===== src/hdl/palette.mem =====
// one 12-bit rgb colour per line, 4 bits per channel, indexed by colour index
136
fc3
3cf
f5a


===== src/hdl/cube_pkg.sv =====
// shared sizes, timing constants and types for the cube display
// imported by every module of the design and by the testbench

package cube_pkg;

    // bit widths behind the typedefs
    localparam int FB_ADDRW = 15;
    localparam int FB_CORDW = 8;
    localparam int CIDX_W   = 2;
    localparam int LB_BPC   = 4;   // bits per colour channel

    typedef logic [9:0]            screen_coord_t;
    typedef logic [FB_CORDW-1:0]   fb_coord_t;
    typedef logic [FB_ADDRW-1:0]   fb_addr_t;
    typedef logic [CIDX_W-1:0]     cidx_t;
    typedef logic [3*LB_BPC-1:0]   colr_t;   // {red, green, blue}
    typedef logic [LB_BPC-1:0]     chan_t;

    // 640x480 at 60 Hz, syncs active low
    localparam screen_coord_t H_RES   = 640;
    localparam screen_coord_t H_FP    = 16;
    localparam screen_coord_t H_SYNC  = 96;
    localparam screen_coord_t H_BP    = 48;
    localparam screen_coord_t H_TOTAL = H_RES + H_FP + H_SYNC + H_BP;
    localparam screen_coord_t V_RES   = 480;
    localparam screen_coord_t V_FP    = 10;
    localparam screen_coord_t V_SYNC  = 2;
    localparam screen_coord_t V_BP    = 33;
    localparam screen_coord_t V_TOTAL = V_RES + V_FP + V_SYNC + V_BP;

    localparam fb_coord_t FB_WIDTH  = 160;
    localparam fb_coord_t FB_HEIGHT = 120;
    localparam fb_addr_t  FB_PIXELS = 19200;
    localparam string     PALETTE_FILE = "/design/src/hdl/palette.mem";

    localparam int LB_SCALE = 4;   // same factor in x and y
    localparam int EDGE_CNT = 9;

    typedef enum logic [1:0] {DR_IDLE, DR_LOAD, DR_DRAW, DR_FINISH} drawer_state_t;
    typedef enum logic [1:0] {LN_IDLE, LN_INIT, LN_DRAW} line_state_t;

endpackage


===== src/hdl/display_timings.sv =====
// 640x480 raster counters with registered syncs and data enable
// frame_start marks the first cycle of vertical blanking

`timescale 1ns/1ps

module display_timings (
    input  logic                    clk_pix,
    input  logic                    rst,
    output cube_pkg::screen_coord_t sx,
    output cube_pkg::screen_coord_t sy,
    output logic                    hsync,
    output logic                    vsync,
    output logic                    de,
    output logic                    frame_start
);
    import cube_pkg::*;

    always_ff @(posedge clk_pix) begin
        if (rst) begin
            sx <= '0;
            sy <= '0;
        end else if (sx == H_TOTAL - 1'b1) begin
            sx <= '0;
            sy <= (sy == V_TOTAL - 1'b1) ? '0 : sy + 1'b1;
        end else begin
            sx <= sx + 1'b1;
        end
    end

    // one cycle behind sx/sy
    always_ff @(posedge clk_pix) begin
        if (rst) begin
            hsync <= 1'b1;
            vsync <= 1'b1;
            de    <= 1'b0;
        end else begin
            hsync <= ~(sx >= H_RES + H_FP && sx < H_RES + H_FP + H_SYNC);
            vsync <= ~(sy >= V_RES + V_FP && sy < V_RES + V_FP + V_SYNC);
            de    <= (sx < H_RES && sy < V_RES);
        end
    end

    always_comb frame_start = (sy == V_RES && sx == '0);

    a_sx_range: assert property (@(posedge clk_pix) disable iff (rst) sx < H_TOTAL);

endmodule


===== config.mk =====
export PLATFORM = sky130hd
export DESIGN_NAME = display_timings
export DESIGN_NICKNAME = d
export VERILOG_FILES = /design/src/hdl/cube_pkg.sv /design/src/hdl/display_timings.sv
export SDC_FILE = /design/constraint.sdc
export NUM_CORES = 1
export LEC_CHECK = 0
export BUFFER_PORTS_ARGS = -buffer_cell sky130_fd_sc_hd__buf_4
export CORE_ASPECT_RATIO = 0.75
export CORE_MARGIN = 8
export CORE_UTILIZATION = 52
export DETAILED_ROUTE_END_ITERATION = 8
export GPL_TIMING_DRIVEN = 0
export PLACE_DENSITY_LB_ADDON = 0.25
export SETUP_SLACK_MARGIN = 0.1
export SLEW_MARGIN = 20
export SYNTH_ARGS = -nofsm -noshare
export SYNTH_HDL_FRONTEND = slang
export SYNTH_SLANG_ARGS = --single-unit

===== constraint.sdc =====
create_clock -name clk_pix -period 2.7 [get_ports clk_pix]
set_input_delay 0.27 -clock clk_pix [delete_from_list [all_inputs] [get_ports clk_pix]]
set_output_delay 0.27 -clock clk_pix [all_outputs]
set_load 0.02 [all_outputs]

== After elaboration in Yosys (flattened, before gate mapping) ==
Cells that the tools add are included.

* Register bits after elaboration: 23
* Bits in latches: 0
* Bits in writable memories: 0
* ROM bits: 0
* Input port bits: 2
* Output and inout bits: 24
* Memories: 0

* Add/sub/neg operators: 2
* Multipliers: 0
* Divide/modulo/power cells: 0
* Order comparisons: 6
* Equality and inequality tests: 3
* Shift operators: 0
* Multiplexer cells: 1
* Bitwise operators: 2
* Reductions and logical operators: 6

{| class="wikitable"
|+ Operators by type and width
! cell !! number
|-
| 10-bit by 1-bit adder with 10-bit output, second input constant || 2
|-
| 10-bit equality test, second input constant || 2
|-
| 10-bit < comparator, second input constant || 2
|-
| 10-bit by 9-bit < comparator with 1-bit output, second input constant || 2
|-
| 10-bit by 9-bit equality test with 1-bit output, second input constant || 1
|-
| 10-bit >= comparator, second input constant || 1
|-
| 10-bit by 9-bit >= comparator with 1-bit output, second input constant || 1
|-
| 10-bit zero test || 1
|-
| 10-bit two-way mux || 1
|-
| 1-bit logical AND || 4
|-
| 1-bit NOT || 2
|-
| 2-bit OR reduction || 1
|}

== Logic depth before layout (Yosys ltp) ==
* Word-level depth: 3
* Depth in mapped cells: 7

== Worst setup path before layout ==
No wires, ideal clock.

* Kind: flip-flop to flip-flop
* Start point: register sx[0]
* End point: register sy[6]
* Arrival time: 2122 ps
* Data required time: 2633 ps
* Slack: 511 ps
* Cell stages (with the launch flop): 7
* Path buffers: 1
* Clock period less this slack: 2189 ps
* Cells stage by stage: dfxtp_1 > ha_1 > nand4_1 > or3_1 > buf_2 > or4_4 > a21oi_2

* Word-level cells in the longest chain between the ends: 1

{| class="wikitable"
|+ Ends and longest elaborated chain
! what !! RTL line !! RTL
|-
| start: declaration || display_timings.sv:9 || <nowiki>output cube_pkg::screen_coord_t sx,</nowiki>
|-
| start signal: assignment || display_timings.sv:26 || <nowiki>sx <= sx + 1'b1;</nowiki>
|-
| 10-bit equality test || display_timings.sv:22 || <nowiki>end else if (sx == H_TOTAL - 1'b1) begin</nowiki>
|-
| end signal: assignment || display_timings.sv:24 || <nowiki>sy <= (sy == V_TOTAL - 1'b1) ? '0 : sy + 1'b1;</nowiki>
|-
| end: declaration || display_timings.sv:10 || <nowiki>output cube_pkg::screen_coord_t sy,</nowiki>
|}

No other way between the ends.
A chain may end at the register's enable or synchronous reset.

== Worst setup path after layout ==
Same ends and word-level chain as after synthesis.

==> results <==
- In the global route stage, overall resource usage came out at 0.128.
- Traced cell by cell, the critical path runs through ha_1 -> nand4_1 -> or3_1 -> buf_2 -> or4_4 -> a21oi_2.
- The total overflow left after global routing is 0.
- The net count after synthesis is 138.
- The die is 69.9 µm wide.
- The leakage dissipation is 0.515 nW.
- The power per cell area is 393 mW/mm².
- The number of gates resized after cts is 0.
- Setup repair after global routing left no endpoint under its margin.
- The fraction of synthesized cell area taken by the top area cell type is 0.406.
- The total negative slack for setup checks is 0 ns.
- The post-route antenna net violation count is 0.
- The dominant register cell in the synthesized netlist is sky130_fd_sc_hd__dfxtp_1.
- Clock skew on the completed layout was measured at 0.00258 ns.
- The row count is 14.
- The die covers 0.00395 mm².
- The mapped netlist covers 0.00113 mm².
- The critical path in this run is classified as reg2reg.
- The estimated wirelength of the detail-placed design is 1980 µm.
- For this run, the number of Yosys warnings is 0.
- The run finished with clean final reports.
- The total number of clock tree sinks is 23.
- The end of the worst register-to-register path is sy[6]$_SDFFE_PP0N_.
- The total I/O pin count is 26.
- Averaged over all synthesized cells, the footprint is 8.65 µm².
- The synthesis-to-finish area growth is 21.5%.
- The remaining routing DRC violations is 0.
- The routed layout has 1050 vias.
- The max-capacitance violation count is 0.
- The wire length per cell is 14.1 µm.
- The headroom to the max-slew limit is 0.602.
- The hold buffer count at CTS is 0.
- At the pin with the least slew margin, the transition time is 0.594 ns.
- The worst hold path belongs to the class in2reg.
- By instance count, the leading cell after synthesis is sky130_fd_sc_hd__dfxtp_1.
- TritonCTS built the clock tree.
- The kind of end point of the critical path is a flop.
- The shortest period the worst path allows is 2.22 ns.
- The number of failing hold endpoints at the final stage is 0.
- The count of placed standard cells in the final layout, fillers left out is 184.
- The total CTS buffers is 3.
- The number of antenna diodes in the final layout is 0.
- The post-synthesis sequential area ratio is 0.406.
- The achievable clock frequency is 451 MHz.
- The number of max-slew violations in the final report is 0.
- Setup violations remaining at the end of the flow were counted as 0.
- The worst register-to-register path begins at sx[0]$_SDFF_PP0_.
- The slowest cell on the critical path is sky130_fd_sc_hd__or4_4.
- The congestion estimate from routability-driven global placement came to 0.903.
- The largest total area in the synthesized netlist belongs to sky130_fd_sc_hd__dfxtp_1.
- At the worst endpoint, the required time is 2.95 ns.
- The longest clock path from root to sink contains 2 buffers.
- In this run, synthesis produced a sequential element count of 23.
- The number of global-route vias before repair was 930.
- The startpoint identified for the worst hold timing path is rst.
- Clock-pin slew was measured on the worst setup and hold paths at 0.12 ns.
- The number of different library cells used by synthesis comes to 30.
- The core region is 0.00203 mm².
- The critical path launch point type is a flop.
- For this run, the detailed router's first-pass iteration total came to 4.
- The worst reg-to-reg path cell count is 6.
- Entering global routing, the biggest net connects 13 pins.
- The number of levels the H-tree was split into is 1.
- Synthesis handed over a netlist of 131 instances.
- STA puts the critical path data arrival time at 2.47 ns.
- The source-to-sink clock delay at the later pin of the worst-skew pair is 0.31 ns.
- Dividing the detail-routed via count by the number of cells gives 5.71.
- The layout has 179 filler cells.
- Dividing the final minimum period by the clock period gives 0.821.
- Ranked by total cell area, the synthesized netlist is headed by sky130_fd_sc_hd__dfxtp_1 41%, sky130_fd_sc_hd__xnor2_1 6.2%, sky130_fd_sc_hd__ha_1 5.5%.
- Of the cells placed in the final design, the portion with a size suffix greater than 1 is 0.225.
- VDD sags by at most 0.423 mV.
- The root buffer selected by CTS is sky130_fd_sc_hd__clkbuf_4.
- The routed design has 2600 µm of wire.
- The first-pass GRT wire length is 4290 µm.
- For hold timing, the worst endpoint is sx[1]$_SDFF_PP0_.
- Along the worst hold path, the cell count comes to 2.
- In this run the tool buffered the top-level ports with 25 buffer cells.
- The setup check on the worst reg-to-reg path leaves a slack of 0.48 ns.
- By count the netlist is led by 23 x sky130_fd_sc_hd__dfxtp_1, 13 x sky130_fd_sc_hd__nor2_1, 10 x sky130_fd_sc_hd__nand3_1, 10 x sky130_fd_sc_hd__nor3_1.
- The number of antenna violations at the first check in global routing is 0.
- The worst hold slack across all endpoints is 0.174 ns.
- The initial detailed-routing violation count is 61.
- The initial utilization of the core area, before any placement, comes to 0.558.
- The synthesized design contains 0 enable-type register cells.
- After clock tree synthesis, the setup repair step added 0 buffers.
- In the synthesized netlist the async set-or-reset flop fraction comes to 0.
- Of all nets on the critical path, the largest fanout is 6.
- After detailed placement, the design holds a cell count of 180.
- The vertical die dimension is 56.4 µm.
- The highest cell delay on the worst timing path is 0.51 ns.
- The net count of the finished layout is 168.
-- placed cells by master, fill, tap and decap left out --
cell type / instances
sky130_fd_sc_hd__a21oi_1: 4
sky130_fd_sc_hd__a21oi_2: 1
sky130_fd_sc_hd__and3_1: 1
sky130_fd_sc_hd__and4_1: 1
sky130_fd_sc_hd__buf_2: 2
sky130_fd_sc_hd__buf_4: 25
sky130_fd_sc_hd__buf_6: 1
sky130_fd_sc_hd__clkbuf_1: 4
sky130_fd_sc_hd__clkbuf_4: 3
sky130_fd_sc_hd__dfxtp_1: 23
sky130_fd_sc_hd__ha_1: 5
sky130_fd_sc_hd__inv_1: 5
sky130_fd_sc_hd__nand2_1: 8
sky130_fd_sc_hd__nand3_1: 10
sky130_fd_sc_hd__nand4_1: 7
sky130_fd_sc_hd__nor2_1: 13
sky130_fd_sc_hd__nor3_1: 10
sky130_fd_sc_hd__nor3_2: 1
sky130_fd_sc_hd__nor3b_1: 1
sky130_fd_sc_hd__nor4_1: 4
sky130_fd_sc_hd__nor4bb_1: 1
sky130_fd_sc_hd__o21ai_0: 3
sky130_fd_sc_hd__o21bai_2: 1
sky130_fd_sc_hd__o31ai_1: 1
sky130_fd_sc_hd__o41ai_1: 1
sky130_fd_sc_hd__or3_1: 6
sky130_fd_sc_hd__or4_1: 2
sky130_fd_sc_hd__or4_4: 1
sky130_fd_sc_hd__or4b_1: 1
sky130_fd_sc_hd__or4b_2: 1
sky130_fd_sc_hd__xnor2_1: 8
sky130_fd_sc_hd__xor2_1: 5
-- stage by stage --
stage               area [µm²]   util  worst slack [ns]  total power [mW]
finish                    1380  0.678             0.483             0.541
CTS                       1380  0.678             0.481             0.548
detailed placement        1350  0.665             0.521             0.392
global placement          1350  0.665             0.535             0.390
floorplan                 1130      -             0.511             0.377
global route              1380  0.678             0.373             0.562
-- cells by family (layout without fill, tap and decap cells) --
kind of cell / Yosys count / after routing / share of synthesized area
AND/OR/NAND/NOR: 68 / 68 / 0.330
adder cells (fa/ha/maj): 5 / 5 / 0.0552
XOR/XNOR: 13 / 13 / 0.100
AO/OA/AOI/OAI: 11 / 11 / 0.0629
flip-flops: 23 / 23 / 0.406
buffers and inverters: 11 / 40 / 0.0453
-- power breakdown --
group | switching, mW | leakage, nW | internal (mW)
Sequential | 0.00629 | 0.186 | 0.344
Combinational | 0.0195 | 0.314 | 0.0143
Clock | 0.0992 | 0.0150 | 0.0577
-- critical path: cells and delay by family (launching register included) --
kind,cells,cell delay (ns)
compound gates,1,0.13
flops,1,0.44
simple gates,3,1.18
fa+ha+maj,1,0.26
buf+inv,1,0.16
-- registers in the layout, indices dropped and copies added, names as in the netlist --
signal  flops
sy         10
hsync       1
de          1
vsync       1
sx         10
-- worst max-delay path by stage --
stage,endpoint,slack (ns),depth (start not counted),from
2_1_floorplan,sy[6]$_SDFFE_PP0N_,0.51,6,sx[0]$_SDFF_PP0_
6_report,sy[6]$_SDFFE_PP0N_,0.48,6,sx[0]$_SDFF_PP0_
5_1_grt,sy[6]$_SDFFE_PP0N_,0.37,6,sx[0]$_SDFF_PP0_
4_1_cts,sy[6]$_SDFFE_PP0N_,0.48,6,sx[0]$_SDFF_PP0_
3_3_place_gp,sy[6]$_SDFFE_PP0N_,0.53,6,sx[0]$_SDFF_PP0_
3_5_place_dp,sy[6]$_SDFFE_PP0N_,0.52,6,sx[0]$_SDFF_PP0_
-- cell type report --
class	count	area (µm²)	area share
Buffer	6	32.5	0.0236
Multi-Input combinational cell	97	622	0.451
Clock buffer	4	26.3	0.0191
Timing Repair Buffer	25	188	0.136
Sequential cell	23	460	0.334
Inverter	5	18.8	0.0136
Tap cell	24	30.0	0.0218
-- metal layers --
layer | vias to the layer above | part of all wire | global-route usage
li1 | 524 | - | -
met1 | 488 | 0.48 | 0.158
met2 | 36 | 0.44 | 0.198
met3 | 2 | 0.071 | 0.0509
met4 | 0 | 0.0073 | 0.0400
met5 | - | 0 | 0
(Power assumes the default switching activity.)
