### config.mk
export PLATFORM = sky130hd
export DESIGN_NAME = draw_line
export DESIGN_NICKNAME = d
export VERILOG_FILES = /design/src/hdl/cube_pkg.sv /design/src/hdl/draw_line.sv
export SDC_FILE = /design/constraint.sdc
export NUM_CORES = 1
export LEC_CHECK = 0
export BUFFER_PORTS_ARGS = -buffer_cell sky130_fd_sc_hd__buf_4
export CORE_UTILIZATION = 55
export DETAILED_ROUTE_END_ITERATION = 12
export GPL_TIMING_DRIVEN = 0
export PLACE_DENSITY = 0.89
export RECOVER_POWER = 25
export SLEW_MARGIN = 20
export SYNTH_ARGS = -nofsm -noshare
export SYNTH_HDL_FRONTEND = slang
export SYNTH_SLANG_ARGS = --single-unit
### constraint.sdc
create_clock -name clk_pix -period 3.6 [get_ports clk_pix]
set_input_delay 0.18 -clock clk_pix [delete_from_list [all_inputs] [get_ports clk_pix]]
set_output_delay 0.18 -clock clk_pix [all_outputs]
set_load 0.02 [all_outputs]
### src/hdl/palette.mem
// one 12-bit rgb colour per line, 4 bits per channel, indexed by colour index
136
fc3
3cf
f5a

### src/hdl/cube_pkg.sv
// shared sizes, timing constants and types for the cube display
// imported by every module of the design and by the testbench

package cube_pkg;

    // bit widths behind the typedefs
    localparam int FB_ADDRW = 15;
    localparam int FB_CORDW = 8;
    localparam int CIDX_W   = 2;
    localparam int LB_BPC   = 4;   // bits per colour channel

    typedef logic [9:0]            screen_coord_t;
    typedef logic [FB_CORDW-1:0]   fb_coord_t;
    typedef logic [FB_ADDRW-1:0]   fb_addr_t;
    typedef logic [CIDX_W-1:0]     cidx_t;
    typedef logic [3*LB_BPC-1:0]   colr_t;   // {red, green, blue}
    typedef logic [LB_BPC-1:0]     chan_t;

    // 640x480 at 60 Hz, syncs active low
    localparam screen_coord_t H_RES   = 640;
    localparam screen_coord_t H_FP    = 16;
    localparam screen_coord_t H_SYNC  = 96;
    localparam screen_coord_t H_BP    = 48;
    localparam screen_coord_t H_TOTAL = H_RES + H_FP + H_SYNC + H_BP;
    localparam screen_coord_t V_RES   = 480;
    localparam screen_coord_t V_FP    = 10;
    localparam screen_coord_t V_SYNC  = 2;
    localparam screen_coord_t V_BP    = 33;
    localparam screen_coord_t V_TOTAL = V_RES + V_FP + V_SYNC + V_BP;

    localparam fb_coord_t FB_WIDTH  = 160;
    localparam fb_coord_t FB_HEIGHT = 120;
    localparam fb_addr_t  FB_PIXELS = 19200;
    localparam string     PALETTE_FILE = "/design/src/hdl/palette.mem";

    localparam int LB_SCALE = 4;   // same factor in x and y
    localparam int EDGE_CNT = 9;

    typedef enum logic [1:0] {DR_IDLE, DR_LOAD, DR_DRAW, DR_FINISH} drawer_state_t;
    typedef enum logic [1:0] {LN_IDLE, LN_INIT, LN_DRAW} line_state_t;

endpackage

### src/hdl/draw_line.sv
// Bresenham line drawer, one pixel per clock while drawing is high
// started by line_req, answers with line_ack once the end point is out

`timescale 1ns/1ps

module draw_line (
    input  logic                clk_pix,
    input  logic                rst,
    input  logic                line_req,
    output logic                line_ack,
    input  cube_pkg::fb_coord_t x0,
    input  cube_pkg::fb_coord_t y0,
    input  cube_pkg::fb_coord_t x1,
    input  cube_pkg::fb_coord_t y1,
    output cube_pkg::fb_coord_t px,
    output cube_pkg::fb_coord_t py,
    output logic                drawing
);
    import cube_pkg::*;

    line_state_t        state;
    fb_coord_t          adx, ady;        // absolute deltas
    logic signed [10:0] dx, dy, err, e2;
    logic               right, down;     // step directions
    logic               step_x, step_y;

    always_comb begin
        adx    = (x0 < x1) ? x1 - x0 : x0 - x1;
        ady    = (y0 < y1) ? y1 - y0 : y0 - y1;
        e2     = err + err;
        step_x = (e2 >= dy);
        step_y = (e2 <= dx);
    end

    always_ff @(posedge clk_pix) begin
        if (rst) begin
            state    <= LN_IDLE;
            line_ack <= 1'b0;
        end else begin
            case (state)
                LN_INIT: begin
                    px    <= x0;
                    py    <= y0;
                    right <= (x0 < x1);
                    down  <= (y0 < y1);
                    dx    <= $signed({3'b000, adx});
                    dy    <= -$signed({3'b000, ady});   // dy kept negative
                    err   <= $signed({3'b000, adx}) - $signed({3'b000, ady});
                    state <= LN_DRAW;
                end
                LN_DRAW: begin
                    if (px == x1 && py == y1) begin
                        line_ack <= 1'b1;
                        state    <= LN_IDLE;
                    end else begin
                        if (step_x) px <= right ? px + 1'b1 : px - 1'b1;
                        if (step_y) py <= down ? py + 1'b1 : py - 1'b1;
                        err <= err + (step_x ? dy : 11'sd0) + (step_y ? dx : 11'sd0);
                    end
                end
                default: begin
                    if (line_ack) begin
                        if (!line_req) line_ack <= 1'b0;   // handshake closes
                    end else if (line_req) begin
                        state <= LN_INIT;
                    end
                end
            endcase
        end
    end

    always_comb drawing = (state == LN_DRAW);

    // the sequencer must keep line_req up until line_ack answers
    a_req_held: assert property (@(posedge clk_pix) disable iff (rst)
        $fell(line_req) |-> state == LN_IDLE);

endmodule

Yosys cells after proc, flatten, opt, wreduce, memory -nomap -nowiden --
Index checks and enable logic that the tools add are counted.
Storage, ports and cells: register bits 51, bits in latches 0, RAM bits 0, ROM bits 0, bits of input ports 35, output and inout bits 18, word-level logic and storage cells 68, memories 0
Cells by class: add/subtract/negate cells 13, multiply operators 0, div/mod/pow operators 0, $lt $le $gt $ge 4, equal/unequal tests 9, shifts and indexed selects 0, mux-type cells 22, bitwise operators 2, reduce and logical (&&, ||, !) cells 9
Operators with widths (number):
- 8-bit two-way mux | 9
- 8-bit one-hot mux with 2 select lines | 2
- 8-bit subtractor | 4
- 11-bit adder | 2
- 11-bit two-way mux | 2
- 11-bit one-hot mux with 2 select lines | 1
- 8-bit by 1-bit adder with 8-bit output, second input constant | 2
- 8-bit equality test | 2
- 8-bit < comparator | 2
- 8-bit by 1-bit subtractor with 8-bit output, second input constant | 2
- 11-bit by 9-bit adder with 11-bit output | 1
- 11-bit greater-or-equal comparator | 1
- 11-bit by 9-bit less-or-equal comparator with 1-bit output | 1
- 8-bit negator with 11-bit output | 1
- 8-bit by 8-bit subtractor with 9-bit output | 1
- 4-bit AND reduction | 2
- 2-bit two-way mux | 3
- 2-bit by 1-bit inequality test with 1-bit output, second input constant | 3
- 3-bit AND reduction | 2
- 2-bit one-hot mux with 2 select lines | 1
- 2-bit AND reduction | 2
- 1-bit two-way mux | 3
- 3-bit by 1-bit inequality test with 1-bit output, second input constant | 1
- 3-bit nonzero test | 1
- other kinds (7) | 8

Depth between registers and ports, before layout --
depth after elaboration 7, mapped depth 21, gate-level depth less buffers 21

Worst setup path after synthesis --
OpenSTA, ideal clock, no wires.
path type register to register, from register err[3], to register err[9], data pin, library setup time 261 ps, arrival 3707 ps, data required time 3339 ps, slack -368 ps, stages on the path, launching flop included 19, buffers on the path 0, cell sequence edfxtp_1 > ha_1 > a21o_1 > a21o_1 > a21oi_1 > o21ai_0 > o31a_1 > and2_1 > fa_1 > ha_1 > fa_1 > a21oi_1 > nor2_1 > nor2_1 > o21bai_1 > a21oi_1 > o21ai_0 > xnor2_1 > o21ai_0
Between the ends: cells in the longest elaborated chain, start to end 7, elaborated cells on any way between the ends 9, classes of those cells add/sub: 3; order compare: 2; mux: 4
Ends and longest elaborated chain:
- start, declared | RTL line draw_line.sv:23 | logic signed [10:0] dx, dy, err, e2;
- start signal, assigned | RTL line draw_line.sv:48 | err <= $signed({3'b000, adx}) - $signed({3'b000, ady});
- start signal, assigned | RTL line draw_line.sv:58 | err <= err + (step_x ? dy : 11'sd0) + (step_y ? dx : 11'sd0);
- 11-bit adder | RTL line draw_line.sv:30 | e2 = err + err;
- 11-bit greater-or-equal comparator | RTL line draw_line.sv:31 | step_x = (e2 >= dy);
- 11-bit two-way mux | RTL line draw_line.sv:58
- 11-bit adder | RTL line draw_line.sv:58
- 11-bit by 9-bit adder with 11-bit output (*) | RTL line draw_line.sv:58
- 11-bit two-way mux (*) | RTL line draw_line.sv:52 | if (px == x1 && py == y1) begin
- 11-bit one-hot mux with 2 select lines (*) | RTL line draw_line.sv:40 | case (state)
Every way passes the cells marked *; elsewhere a longest branch is shown, timed or not. The select of a mux whose other input is x is not followed. A chain may end at the register's enable or synchronous reset.

Final worst setup path --
from register dy[4], to register err[7], data pin
Between the ends: cells in the longest elaborated chain, start to end 6
Ends and longest elaborated chain:
- start, declared | RTL line draw_line.sv:23
- start signal, assigned | RTL line draw_line.sv:47 | dy <= -$signed({3'b000, ady});
- 11-bit greater-or-equal comparator | RTL line draw_line.sv:31
- 11-bit two-way mux (*) | RTL line draw_line.sv:58
- 11-bit adder (*) | RTL line draw_line.sv:58
- 11-bit by 9-bit adder with 11-bit output (*) | RTL line draw_line.sv:58
- 11-bit two-way mux (*) | RTL line draw_line.sv:52
- 11-bit one-hot mux with 2 select lines (*) | RTL line draw_line.sv:40
Marked as above.

==> reports/results.tsv <==
stage	metric	value	unit
outcome	status	finished, violations left	
outcome	violations	negative setup slack	
logic_synthesis	synth_seq_cells	50	
routing	ant_nets	0	
routing	first_pass_iters	5	
timing	setup_viol	6	
logic_synthesis	synth_top_area_cell	edfxtp_1	
grt	groute.usage.overall	0.2665	
clock_tree	max-clock-path-buffers	2	
run	maxCapViolations	0	
routing	drc_errors	0	
logic_synthesis	ys_seq_area_frac	0.2762	
critical_path	path_max_fanout	5	
logic_synthesis	synth_enable_flop_cells	47	
floorplan	rows	35	
power_and_ir_drop	leakage	2.905	nW
timing	min_period_over_period	1.140	
logic_synthesis	syn_area	0.005328	mm^2
grt	grt-ovfl-total	0	
timing	rsz0062_at_grt	yes	
clock_tree	cts_tree	yes	
placement	port_buffers	52	
critical_path	rr_startpoint	dy[4]$_DFFE_PP_	
cells_and_area	multi_input_area	0.003616	mm^2
worst_hold_path	hold_path_class	primary input to flip-flop	
cells_and_area	regArea	0.001471	mm^2
worst_hold_path	min_from	rst	
floorplan	die_w	100.4	um
timing	tightest_slew	0.8958	ns
grt	grt_max_degree	17	
clock_tree	cts_root_buffer	clkbuf_8	
timing	hold_viol_final	0	
cells_and_area	fin_nets	768	
routing	wl_per_cell	17.06	um
logic_synthesis	synthTopCellsByArea	edfxtp_1 26%, ha_1 19%, fa_1 6.0%	
critical_path	worst_ep_arrival_time	4.19	ns
grt	grt_pass1_vias	4418	
floorplan	fp.dieArea	0.01008	mm^2
logic_synthesis	netlist-cell-type-count	63	
timing	drv_slew	0	
routing	routed_wl	13.08	mm
floorplan	core-area	0.009328	mm^2
logic_synthesis	ys.flop_type	edfxtp_1	
routing	drt_iter0_markers	261	
logic_synthesis	synth_nets	685	
clock_tree	clk_pin_slew	0.10	ns
logic_synthesis	synth.avg_cell_area	9.617	um^2
timing	timing.fmax	0.2437	GHz
critical_path	startpoint	dy[4]$_DFFE_PP_	
grt	grt_pass1_wl	21.02	mm
cells_and_area	fillers	666	
cells_and_area	utilization	0.6648	
clock_tree	htree_num_levels	2	
power_and_ir_drop	worst_ir_drop_vdd	283.8	uV
floorplan	die_h	100.4	um
power_and_ir_drop	power	4.244	mW
critical_path	required	3.69	ns
cells_and_area	area_growth	16.39	%
timing	skew	0.008625	ns
logic_synthesis	yosysTopAreaCellShare	0.2649	
power_and_ir_drop	power_density	684.4	mW/mm^2
logic_synthesis	post-synth-top-count-cell	ha_1	
critical_path	end_kind	flip-flop	
logic_synthesis	yosys-top-cells-count	80 x ha_1, 78 x inv_1, 47 x edfxtp_1	
timing	setup_slack	-0.5026	ns
logic_synthesis	synth_warnings	0	
cells_and_area	final_layout_size_suffix_gt1_frac	0.1661	
clock_tree	cts.sinks	50	
routing	dr_total_vias	4319	
clock_tree	cts_made_buffers	5	
routing	viasPerCell	5.631	
cells_and_area	diodes	0	
logic_synthesis	async_reset_ff_frac	0	
placement	dp_hpwl	9.977	mm
timing	relSlewSlack	0.4006	
logic_synthesis	syn_inst	554	
floorplan	io_pins	53	
critical_path	critPathKind	flip-flop to flip-flop	
critical_path	worst_setup_path_start_kind	flip-flop	
placement	gp_congestion	0.9259	
clock_tree	clk-insertion-delay-late	0.32	ns
timing	period_needed	4.103	ns
grt	antenna_found_initial	0	
floorplan	start_util	0.5712	
-- final cells by class --
type,instances,share of cell area
Multi-Input combinational cell,416,0.5831
Sequential cell,50,0.2373
Tap cell,129,0.02603
Timing Repair Buffer,76,0.07990
Inverter,79,0.04782
Clock buffer,6,0.01170
Buffer,9,0.008071
Clock inverter,2,0.006053
-- state kept, by name, indices dropped and copies added (netlist names) --
signal / flops
state: 2
dx: 8
px: 8
py: 8
down: 1
right: 1
dy: 11
line_ack: 1
err: 10
-- per-stage QoR --
step / std cells / setup slack [ns] / area (um^2) / hold WS, ns / setup TNS, ns
2_1_floorplan: 554 / -0.2863 / 5346 / 0.2491 / -0.7297
3_5_place_dp: 737 / -0.8227 / 5924 / 0.4066 / -3.533
3_3_place_gp: 735 / -0.6641 / 5898 / 0.3950 / -2.526
5_1_grt: 767 / -0.6740 / 6201 / 0.06521 / -3.693
6_report: 767 / -0.5026 / 6201 / 0.06060 / -2.543
4_1_cts: 761 / -0.4609 / 6220 / 0.05775 / -1.999
-- metal layers --
| metal | share of wire | GRT usage | up-vias | wire [um] |
|---|---|---|---|---|
| li1 | - | - | 2087 | - |
| met2 | 0.53 | 0.4968 | 125 | 6972 |
| met4 | 0.021 | 0.09810 | 0 | 272 |
| met1 | 0.41 | 0.3146 | 2086 | 5325 |
| met3 | 0.039 | 0.02855 | 21 | 514 |
| met5 | 0 | 0 | - | 0 |
-- layout by cell type, fill, tap and decap left out, types with 5 or more instances in the layout --
cell type | netlist | final
nor2_1 | 22 | 21
ha_1 | 80 | 76
nand3_1 | 5 | 5
o21ai_1 | 3 | 10
nand2_1 | 30 | 30
a21oi_1 | 36 | 30
and2_1 | 18 | 15
xor2_1 | 30 | 30
a21oi_2 | 1 | 7
edfxtp_1 | 47 | 47
nor2b_1 | 6 | 5
o21ai_0 | 31 | 22
fa_1 | 16 | 14
nor4_1 | 5 | 5
xnor2_1 | 26 | 25
a21o_1 | 28 | 28
mux2i_1 | 12 | 12
clkbuf_8 | 0 | 5
inv_1 | 78 | 78
o21bai_1 | 6 | 6
buf_4 | 1 | 55
clkbuf_1 | 5 | 27
-- power breakdown --
| part | internal (mW) | total [mW] | leakage, nW | switching (mW) |
|---|---|---|---|---|
| Clock | 0.208 | 0.419 | 0.0514 | 0.212 |
| Combinational | 1.33 | 2.85 | 2.41 | 1.52 |
| Sequential | 0.857 | 0.975 | 0.447 | 0.118 |
| Total | 2.40 | 4.24 | 2.90 | 1.85 |
-- cell families (layout without fill, tap and decap cells) --
family | Yosys count | in the layout | synth area share
buffers and inverters | 88 | 172 | 0.06505
xor gates and xnor gates | 59 | 59 | 0.1012
and+or+nand+nor | 105 | 105 | 0.1071
muxes | 17 | 17 | 0.03523
adders and majority gates | 96 | 96 | 0.2480
DFF | 50 | 50 | 0.2762
AOI/OAI and AO/OA | 139 | 139 | 0.1672
-- worst max-delay path, cell delays in order, from the launching register on --
cell,delay [ns]
edfxtp_1,0.42
inv_1,0.08
ha_1,0.24
a21o_1,0.16
a21o_1,0.19
a21oi_2,0.14
o21ai_2,0.09
o31a_1,0.39
and2_4,0.20
fa_1,0.44
ha_2,0.21
fa_2,0.35
a21oi_2,0.13
nor2_1,0.07
nor2_2,0.12
o21bai_1,0.10
a21oi_2,0.18
xnor2_1,0.11
a22oi_1,0.18
nand2_1,0.08
-- timing repair --
item | 4_1_cts | 5_1_grt
pin swaps | 14 | 10
hold buffers | 0 | 0
gates resized for setup | 18 | 6
setup endpoints to repair | 8 | 7
buffers inserted | 17 | 6
-- path summary, 6_finish.rpt --
| check | to | slack (ns) | cells past startpoint |
|---|---|---|---|
| setup / recovery | err[7]$_DFFE_PP_ | -0.50 | 19 |
| hold / removal | line_ack$_SDFFE_PP0P_ | 0.06 | 2 |
| setup reg to reg | err[7]$_DFFE_PP_ | -0.50 | 19 |
| hold reg to reg | line_ack$_SDFFE_PP0P_ | 0.53 | 2 |
(Power assumes the default switching activity.)
