$ cat config.mk
export PLATFORM = sky130hd
export DESIGN_NAME = cube_drawer
export DESIGN_NICKNAME = d
export VERILOG_FILES = /design/src/hdl/cube_pkg.sv /design/src/hdl/cube_drawer.sv
export SDC_FILE = /design/constraint.sdc
export NUM_CORES = 1
export LEC_CHECK = 0
export BUFFER_PORTS_ARGS = -buffer_cell sky130_fd_sc_hd__buf_2
export CORE_MARGIN = 3
export CORE_UTILIZATION = 40
export CTS_CLUSTER_DIAMETER = 50
export DETAILED_ROUTE_END_ITERATION = 12
export PLACE_DENSITY = 0.66
export SYNTH_ARGS = -nofsm -noshare
export SYNTH_HDL_FRONTEND = slang
export SYNTH_SLANG_ARGS = --single-unit
$ cat constraint.sdc
create_clock -name clk_pix -period 1.95 [get_ports clk_pix]
set_clock_uncertainty 0.1 [all_clocks]
set_input_delay 0.0975 -clock clk_pix [delete_from_list [all_inputs] [get_ports clk_pix]]
set_output_delay 0.0975 -clock clk_pix [all_outputs]
set_load 0.02 [all_outputs]
$ cat src/hdl/palette.mem
// one 12-bit rgb colour per line, 4 bits per channel, indexed by colour index
136
fc3
3cf
f5a

$ cat src/hdl/cube_pkg.sv
// shared sizes, timing constants and types for the cube display
// imported by every module of the design and by the testbench

package cube_pkg;

    // bit widths behind the typedefs
    localparam int FB_ADDRW = 15;
    localparam int FB_CORDW = 8;
    localparam int CIDX_W   = 2;
    localparam int LB_BPC   = 4;   // bits per colour channel

    typedef logic [9:0]            screen_coord_t;
    typedef logic [FB_CORDW-1:0]   fb_coord_t;
    typedef logic [FB_ADDRW-1:0]   fb_addr_t;
    typedef logic [CIDX_W-1:0]     cidx_t;
    typedef logic [3*LB_BPC-1:0]   colr_t;   // {red, green, blue}
    typedef logic [LB_BPC-1:0]     chan_t;

    // 640x480 at 60 Hz, syncs active low
    localparam screen_coord_t H_RES   = 640;
    localparam screen_coord_t H_FP    = 16;
    localparam screen_coord_t H_SYNC  = 96;
    localparam screen_coord_t H_BP    = 48;
    localparam screen_coord_t H_TOTAL = H_RES + H_FP + H_SYNC + H_BP;
    localparam screen_coord_t V_RES   = 480;
    localparam screen_coord_t V_FP    = 10;
    localparam screen_coord_t V_SYNC  = 2;
    localparam screen_coord_t V_BP    = 33;
    localparam screen_coord_t V_TOTAL = V_RES + V_FP + V_SYNC + V_BP;

    localparam fb_coord_t FB_WIDTH  = 160;
    localparam fb_coord_t FB_HEIGHT = 120;
    localparam fb_addr_t  FB_PIXELS = 19200;
    localparam string     PALETTE_FILE = "/design/src/hdl/palette.mem";

    localparam int LB_SCALE = 4;   // same factor in x and y
    localparam int EDGE_CNT = 9;

    typedef enum logic [1:0] {DR_IDLE, DR_LOAD, DR_DRAW, DR_FINISH} drawer_state_t;
    typedef enum logic [1:0] {LN_IDLE, LN_INIT, LN_DRAW} line_state_t;

endpackage

$ cat src/hdl/cube_drawer.sv
// draw sequencer for the nine cube edges, started by the host req/ack pair
// feeds each edge to draw_line and passes the host colour to the framebuffer

`timescale 1ns/1ps

module cube_drawer (
    input  logic                clk_pix,
    input  logic                rst,
    input  logic                draw_req,
    input  cube_pkg::cidx_t     draw_colr,
    output logic                draw_ack,
    output logic                line_req,
    input  logic                line_ack,
    output cube_pkg::fb_coord_t x0,
    output cube_pkg::fb_coord_t y0,
    output cube_pkg::fb_coord_t x1,
    output cube_pkg::fb_coord_t y1,
    output cube_pkg::cidx_t     wr_cidx
);
    import cube_pkg::*;

    drawer_state_t state;
    logic [3:0]    edge_id;
    logic [31:0]   edge_xy;   // {x0, y0, x1, y1}

    // front face, back face corner, then the depth edges
    always_comb begin
        case (edge_id)
            4'd0:    edge_xy = {8'd65,  8'd45, 8'd115, 8'd45};
            4'd1:    edge_xy = {8'd115, 8'd45, 8'd115, 8'd95};
            4'd2:    edge_xy = {8'd115, 8'd95, 8'd65,  8'd95};
            4'd3:    edge_xy = {8'd65,  8'd95, 8'd65,  8'd45};
            4'd4:    edge_xy = {8'd65,  8'd95, 8'd45,  8'd75};
            4'd5:    edge_xy = {8'd45,  8'd75, 8'd45,  8'd25};
            4'd6:    edge_xy = {8'd45,  8'd25, 8'd65,  8'd45};
            4'd7:    edge_xy = {8'd45,  8'd25, 8'd95,  8'd25};
            4'd8:    edge_xy = {8'd95,  8'd25, 8'd115, 8'd45};
            default: edge_xy = '0;
        endcase
    end

    always_ff @(posedge clk_pix) begin
        if (rst) begin
            state    <= DR_IDLE;
            edge_id  <= '0;
            draw_ack <= 1'b0;
            line_req <= 1'b0;
        end else begin
            case (state)
                DR_LOAD: begin
                    {x0, y0, x1, y1} <= edge_xy;
                    line_req <= 1'b1;
                    state    <= DR_DRAW;
                end
                DR_DRAW: begin
                    if (line_req) begin
                        if (line_ack) line_req <= 1'b0;
                    end else if (!line_ack) begin   // line handshake fully closed
                        if (edge_id == 4'(EDGE_CNT - 1)) begin
                            draw_ack <= 1'b1;
                            state    <= DR_FINISH;
                        end else begin
                            edge_id <= edge_id + 1'b1;
                            state   <= DR_LOAD;
                        end
                    end
                end
                DR_FINISH: begin
                    if (!draw_req) begin
                        draw_ack <= 1'b0;
                        state    <= DR_IDLE;
                    end
                end
                default: begin
                    if (draw_req) begin
                        wr_cidx <= draw_colr;   // held for the whole cube
                        edge_id <= '0;
                        state   <= DR_LOAD;
                    end
                end
            endcase
        end
    end

    a_edge_range: assert property (@(posedge clk_pix) disable iff (rst)
        edge_id < 4'(EDGE_CNT));

endmodule

=== Word level (Yosys, flattened, before mapping) ===
Memory sizes are Yosys's and may differ from the RTL's. A register that Yosys moved wholly into a read port is not among the register bits.
Cells that the tools add are included.

* ROM bits: 448
* Register bits: 42
* Memories: 1

{| class="wikitable"
|+ Memory list
! name !! depth !! width !! rd ports !! clocked after Yosys merged registers in !! wr ports !! RTL line !! text
|-
| (no name shown) || 16 || 28 || 1 || 1 || 0 || cube_drawer.sv:28 || <nowiki>case (edge_id)</nowiki>
|}

* Bitwise operators: 3
* Add/subtract/negate cells: 1
* Multiplexer cells: 19
* Reductions and logical operators: 11
* Equal/unequal tests: 9

{| class="wikitable"
|+ Operators by type and width
! operator !! number
|-
| 4-bit 2-to-1 mux || 4
|-
| 2-bit 2-to-1 mux || 5
|-
| 2-bit != test (second input constant) || 5
|-
| 5-bit AND reduction || 2
|-
| 4-bit one-hot mux with 2 select lines || 1
|-
| 1-bit 2-to-1 mux || 6
|-
| 2-bit one-hot mux with 3 select lines || 1
|-
| 2-bit nonzero test || 3
|-
| 4-bit by 1-bit adder with 4-bit output (second input constant) || 1
|-
| 2-bit == test (second input constant) || 2
|-
| 4-bit == test (second input constant) || 1
|-
| 1-bit one-hot mux with 2 select lines || 2
|-
| 4-bit AND reduction || 1
|-
| 4-bit nonzero test || 1
|-
| 1-bit NOT || 3
|-
| 3-bit AND reduction || 1
|-
| 3-bit OR reduction || 1
|-
| 2-bit by 1-bit == test with 1-bit output (second input constant) || 1
|-
| 2-bit AND reduction || 1
|-
| 2-bit OR reduction || 1
|}

=== Logic depth before layout (Yosys ltp) ===
Gate-level depths: netlist of run 1.

* Word-level depth: 5
* Depth in mapped cells: 6

=== Worst setup path before layout of run 1 ===
No wires, ideal clock.

* Path kind: flip-flop to flip-flop
* From: register state[1]
* To: register x0[0] (enable)
* Cell stages (with the launch flop): 4
* Data arrival time: 1.410 ns
* Setup time: 0.392 ns
* Slack: 0.048 ns
* Period minus slack after synthesis: 1.902 ns
* Path buffers: 0
* Cell sequence: dfxtp_1 inv_1 ha_1 nor2b_1

* Longest elaborated chain between the ends: 2

{| class="wikitable"
|+ RTL lines
! what !! RTL line !! text
|-
| start: declaration || cube_drawer.sv:22 || <nowiki>drawer_state_t state;</nowiki>
|-
| start signal: assignment || cube_drawer.sv:44 || <nowiki>state <= DR_IDLE;</nowiki>
|-
| start signal: assignment || cube_drawer.sv:53 || <nowiki>state <= DR_DRAW;</nowiki>
|-
| start signal: assignment || cube_drawer.sv:61 || <nowiki>state <= DR_FINISH;</nowiki>
|-
| 2-bit by 1-bit == test with 1-bit output || cube_drawer.sv:49 || <nowiki>case (state)</nowiki>
|-
| 2-bit AND reduction (no line) || -- ||
|-
| end signal: assignment || cube_drawer.sv:51 || <nowiki>{x0, y0, x1, y1} <= edge_xy;</nowiki>
|-
| end: declaration || cube_drawer.sv:14 || <nowiki>output cube_pkg::fb_coord_t x0,</nowiki>
|}

No other way between the ends.
A chain may end at the register's enable or synchronous reset.

=== Worst setup path after layout of run 1 ===
* From: register state[0]
* To: register state[1]

* Longest elaborated chain between the ends: 3
* Elaborated cells between the ends (all ways): 9

{| class="wikitable"
|+ RTL lines
! what !! RTL line
|-
| 2-bit == test or 2-bit by 1-bit == test with 1-bit output (tied branches) || cube_drawer.sv:49
|-
| 4-bit nonzero test (no line) or 2-bit != test (tied branches) || --
|-
| 4-bit AND reduction (no line) || --
|}

Parallel ways exist; a longest one is shown, timed or not.

==> reports/results.ini, run 1 <==
[placed_design]
port_buffers=37
gp_congestion=0.825
dp_hpwl_um=2150
place_area_um2=1670
dpl_worst_slack_ps=78.5

[detailed_routing]
detail-route-antenna-nets=0
dr.pass1.iters=4
routed_wl_um=2870
drt_iter0_markers=54
drc=0
viasPerCell=5.00
routedWlPerCell_um=12.9
vias=1109

[floorplanning]
die-area_um2=4550
start_util_pct=43.3
die_w_um=67.5
core-area_um2=3490
row_count=21
fp.dieH_um=67.5
io_pins=42

[run]
drv_cap=0

[power]
p_sw_w=0.000567
p_clk_share_pct=19.8
fin_total_pwr_w=0.00162
p_sw_share_pct=35.1
p_int_w=0.00105
power_frac_comb_pct=34.2
pwr_density_cell_nw_per_um2=927
seqPwrFrac_pct=46.1
cellLeakagePower_nw=0.687
peakVddDrop_mv=0.497

[timing]
setup_slack_ps=114
drv_slew=0
setup_viol=0
max_freq_ghz=0.545
min_period_ps=1840
finalCritPeriodShare_pct=94.2
final_hold_viol_count=0

[finish]
drive_gt1_share_pct=29.0
diodes=0
final_common_cell=buf_2
fin_area_um2=1740
syn2layout_area_growth_pct=15.3
utilization_pct=49.9
final_cell_mix=buf_2 (37), edfxtp_1 (19), a21oi_1 (13), ha_1 (13)
layout.nets=197

[grt]
track_usage_pct=13.3
grt_pass1_vias=1004
grt_pass1_wl_um=4520
grt_antenna_before_repair=0
grt_overflow=0
grt_max_degree=18

[yosys]
synth_edf_count=19
netlist_area_um2=1510
synth_flop_cell=edfxtp_1
postSynth.asyncResetShare_pct=0
synth-seq-area-share_pct=48.3
synth_area_per_cell_um2=10.4
synthCells=145
synth_cell_types=33
synth_seq_cells=27
yosys_warnings=0

[worst_setup_path]
crit_chain=inv_1, ha_1, o21ai_2, o311ai_2, or3_1, a21oi_1
crit_slowest_cell=dfxtp_1
r2r_cells=6
max_stage_delay_ps=400
arrival_ps=1950
start_kind=flip-flop
criticalPathCategory=reg -> reg
crit_fanout=9
rrSetupSlack_ps=110
required_ps=2060
crit_path_end_kind=flip-flop

[clock_network]
cts_num_sinks=27
tritoncts=done
cts_buffers=3
clk_pin_slew_ps=90
htree_levels=1
clock_path_buffers=2
post_cts_buffers=0
cts-root-buf=clkbuf_8
worstSkewPairLatency_ps=270

[outcome]
status=finished, final reports clean

[worst_hold_path]
hold_path_depth=2
min-delay-path-class=in -> reg

-- cells by family (layout without fill, tap and decap cells) --
logic type	after synthesis	count (layout)	share of synthesized area, %
flip-flops	27	27	48.3
other	1	4	0.248
buffers and inverters	27	55	10.7
AND/OR/NAND/NOR	39	39	13.8
AO/OA/AOI/OAI	36	36	14.7
multiplexers	1	1	0.662
adder cells (fa/ha/maj)	14	14	11.6
-- layout make-up --
class / instances / area (µm²)
clock buffers: 4 / 45.0
fillers: 317 / 1750
inverters: 7 / 26.3
multi-input cells: 94 / 641
flip-flops and latches: 27 / 731
well taps: 46 / 57.6
repair buffers: 44 / 243
-- sequential cells by signal, summed over array words and instances (netlist names) --
| register | count |
|---|---|
| state | 2 |
| edge_id | 4 |
| y1 | 4 |
| wr_cidx | 2 |
| draw_ack | 1 |
| x1 | 4 |
| line_req | 1 |
| x0 | 5 |
| y0 | 4 |
-- Yosys cell counts, drive strengths merged, types with 2 or more instances --
master   n  area [µm²]
nor2b    2        12.5
nor3     3        15.0
nand3    2        10.0
nand2b   6        37.5
o21a     2        15.0
buf     16         120
nor2    10        37.5
a21oi   14        73.8
and2b    3        22.5
a21o     2        15.0
edfxtp  19         571
nand2    7        26.3
nand4    2        12.5
ha      14         175
clkbuf   4        15.0
inv      7        26.3
o21ai   11        58.8
dfxtp    8         160
-- worst max-delay path: cells and delay by family (launching register included) --
| kind | cells | cell delay, ps |
|---|---|---|
| compound gates | 3 | 430 |
| flops | 1 | 400 |
| simple gates | 1 | 370 |
| fa+ha+maj | 1 | 330 |
| buf+inv | 1 | 140 |
-- layer usage --
| metal | global-route usage, % | share of wire [%] | up-vias |
|---|---|---|---|
| met5 | 0 | 0 | - |
| met4 | 8.61 | 3.8 | 0 |
| met3 | 2.16 | 5.9 | 12 |
| met2 | 22.4 | 47 | 50 |
| met1 | 15.6 | 43 | 494 |
| li1 | - | - | 553 |
-- per-stage QoR --
stage / hold slack, ps / setup TNS, ps / instances
after global routing: 25.2 / -1.37 / 222
after detailed placement: 181 / 0 / 216
final: 10.8 / 0 / 222
after CTS: 10.6 / 0 / 222
after floorplan: 96.4 / 0 / 148
after global placement: 174 / 0 / 216
-- power by group through the flow --
stage	combinational [W]	sequential, W	clock, W
after global placement	0.000505	0.000751	0
after detailed placement	0.000533	0.000759	0
after CTS	0.000540	0.000745	0.000323
after floorplan	0.000340	0.000813	0
after global routing	0.000607	0.000755	0.000341
final	0.000552	0.000745	0.000319
-- timing repair --
item,4_1_cts,5_1_grt
hold buffers,2,0
hold endpoints to repair,2,0
setup endpoints to repair,0,3
resized for setup,0,2
-- worst paths after layout --
kind | startpoint | to
worst max-delay path | state[0]$_SDFFE_PP0P_ | state[1]$_SDFFE_PP0P_
worst max register to register | state[0]$_SDFFE_PP0P_ | state[1]$_SDFFE_PP0P_
worst min register to register | draw_ack$_SDFFE_PP0P_ | draw_ack$_SDFFE_PP0P_
worst min-delay path | rst | edge_id[0]$_SDFFE_PP0P_
(Power assumes the default switching activity.)
==> run 2: changes to the inputs <==
Settings changed: CELL_PAD_IN_SITES_DETAIL_PLACEMENT set to 0, CELL_PAD_IN_SITES_GLOBAL_PLACEMENT set to 1, CORE_ASPECT_RATIO set to 0.7, CORE_UTILIZATION 40 to 35, PLACE_DENSITY 0.66 to 0.74, SETUP_SLACK_MARGIN set to 0.1.
==> reports/results.ini, run 2 (synthesized netlist as in run 1, its figures left out) <==
[power]
p_int_w=0.00107  ; was 0.00105 W
power_frac_comb_pct=34.4  ; was 34.2%
seqPwrFrac_pct=45.5  ; was 46.1%
p_sw_w=0.000581  ; was 0.000567 W
p_clk_share_pct=20.0  ; was 19.8%
p_sw_share_pct=35.3  ; was 35.1%
peakVddDrop_mv=0.356  ; was 0.497 mV
pwr_density_cell_nw_per_um2=926  ; was 927 nW/µm²
cellLeakagePower_nw=0.694  ; was 0.687 nW

[floorplanning]
die-area_um2=5160  ; was 4550 µm²
row_count=19  ; was 21
core-area_um2=4040  ; was 3490 µm²
start_util_pct=37.4  ; was 43.3%
die_w_um=84.5  ; was 67.5 µm
fp.dieH_um=61.0  ; was 67.5 µm
io_pins=42  ; unchanged

[grt]
grt_antenna_before_repair=0  ; unchanged
grt_pass1_wl_um=4540  ; was 4520 µm
grt_max_degree=18  ; unchanged
grt_pass1_vias=940  ; was 1004
grt_overflow=0  ; unchanged
track_usage_pct=11.1  ; was 13.3%

[detailed_routing]
wl_met1_um=1360  ; was 1230 µm
viasPerCell=4.80  ; was 5.00
wl_met2_um=1240  ; was 1350 µm
drt_iter0_markers=63  ; was 54
vias=1100  ; was 1109
drc=0  ; unchanged
wl_met3_um=196  ; was 169 µm
detail-route-antenna-nets=0  ; unchanged
dr.pass1.iters=4  ; unchanged
top_layer_used=met4  ; unchanged
routedWlPerCell_um=12.3  ; was 12.9 µm
routed_wl_um=2810  ; was 2870 µm

[finish]
drive_gt1_share_pct=32.2  ; was 29.0%
largest_reg_flops=5  ; unchanged
final_common_cell=buf_2  ; unchanged
diodes=0  ; unchanged
layout.nets=198  ; was 197
layout.cells.non_filler=229  ; was 222
final_cell_mix=buf_2 (37), edfxtp_1 (19), a21oi_1 (13)  ; was buf_2 (37), edfxtp_1 (19), a21oi_1 (13), ha_1 (13)
utilization_pct=44.0  ; was 49.9%
syn2layout_area_growth_pct=17.6  ; was 15.3%

[worst_setup_path]
crit_path_end_kind=flip-flop  ; unchanged
rrSetupSlack_ps=220  ; was 110 ps
max_stage_delay_ps=410  ; was 400 ps
r2r_cells=5  ; was 6
required_ps=2050  ; was 2060 ps
crit_slowest_cell=dfxtp_1  ; unchanged
arrival_ps=1820  ; was 1950 ps
crit_chain=inv_1, ha_1, o311ai_4, nor3_1, a211oi_1  ; was inv_1, ha_1, o21ai_2, o311ai_2, or3_1, a21oi_1
crit_fanout=5  ; was 9
criticalPathCategory=reg -> reg  ; unchanged
start_kind=flip-flop  ; unchanged

[worst_hold_path]
min-delay-path-class=in -> reg  ; unchanged
hold_path_depth=2  ; unchanged

[timing]
drv_slew=0  ; unchanged
grt_setup_unrepaired=false
min_period_ps=1730  ; was 1840 ps
fin_tns_setup_ps=0  ; unchanged
setup_viol=0  ; unchanged
final_hold_viol_count=0  ; unchanged
finalCritPeriodShare_pct=88.6  ; was 94.2%
max_freq_ghz=0.579  ; was 0.545 GHz

[clock_network]
post_cts_buffers=0  ; unchanged
clk_pin_slew_ps=90  ; about the same
cts-root-buf=clkbuf_8  ; unchanged
cts_num_sinks=27  ; unchanged
htree_levels=1  ; unchanged
clock_path_buffers=2  ; unchanged
worstSkewPairLatency_ps=280  ; was 270 ps
tritoncts=done  ; unchanged
cts_buffers=3  ; unchanged

[run]
drv_cap=0  ; unchanged

[placed_design]
port_buffers=37  ; unchanged
dp_hpwl_um=2090  ; was 2150 µm
gp_congestion=0.808  ; was 0.825
placed_cells=223  ; was 216

[outcome]
status=finished, final reports clean  ; unchanged

[run 2: worst paths after layout]
| path | from | to |
|---|---|---|
| setup / recovery | state[0]$_SDFFE_PP0P_ | state[0]$_SDFFE_PP0P_ |
| hold / removal | rst | edge_id[0]$_SDFFE_PP0P_ |
| setup reg to reg | state[0]$_SDFFE_PP0P_ | state[0]$_SDFFE_PP0P_ |
| hold reg to reg | draw_ack$_SDFFE_PP0P_ | draw_ack$_SDFFE_PP0P_ |
[run 2: repair_timing]
item                                    in CTS  in global routing
endpoints found under the setup margin       0                  7
hold buffers                                 2                  0
gates resized for setup                      0                  6
hold endpoints to repair                     2                  0
[run 2: metal layers]
layer  GRT usage (%)  vias to the layer above
met5               0                        -
met4            2.48                        0
met3            3.26                        2
met2            16.9                       37
met1            15.8                      507
li1                -                      554
[run 2: power by group through the flow]
| stage | combinational (W) | sequential (W) | clock (W) |
|---|---|---|---|
| after floorplan | 0.000342 | 0.000812 | 0 |
| after global placement | 0.000518 | 0.000752 | 0 |
| after CTS | 0.000533 | 0.000749 | 0.000345 |
| final | 0.000567 | 0.000750 | 0.000330 |
| after global routing | 0.000631 | 0.000762 | 0.000367 |
| after detailed placement | 0.000528 | 0.000761 | 0 |
[run 2: cell type report]
| type | count | area, µm² |
|---|---|---|
| fill | 416 | 2260 |
| sequential | 27 | 732 |
| multi-input combinational | 94 | 656 |
| timing repair buffer | 45 | 250 |
| tap | 52 | 65.1 |
| clock buffer | 3 | 41.3 |
| inverter | 7 | 26.3 |
| clock inverter | 1 | 7.51 |
[run 2: critical path: cells and delay by family, from the launching register on]
kind | cells | cell delay (ps)
compound gates | 2 | 550
buf+inv | 1 | 130
flops | 1 | 410
simple gates | 1 | 80
fa+ha+maj | 1 | 370
[run 2: metrics by stage]
step | total power (W) | setup WS (ps) | hold WS, ps | cell area (µm²)
after floorplan | 0.00115 | 333 | 96.4 | 1530
after global placement | 0.00127 | 140 | 174 | 1690
after detailed placement | 0.00129 | 129 | 176 | 1690
after CTS | 0.00163 | 107 | 14.7 | 1750
after global routing | 0.00176 | 106 | 37.3 | 1780
final | 0.00165 | 223 | 16.6 | 1780
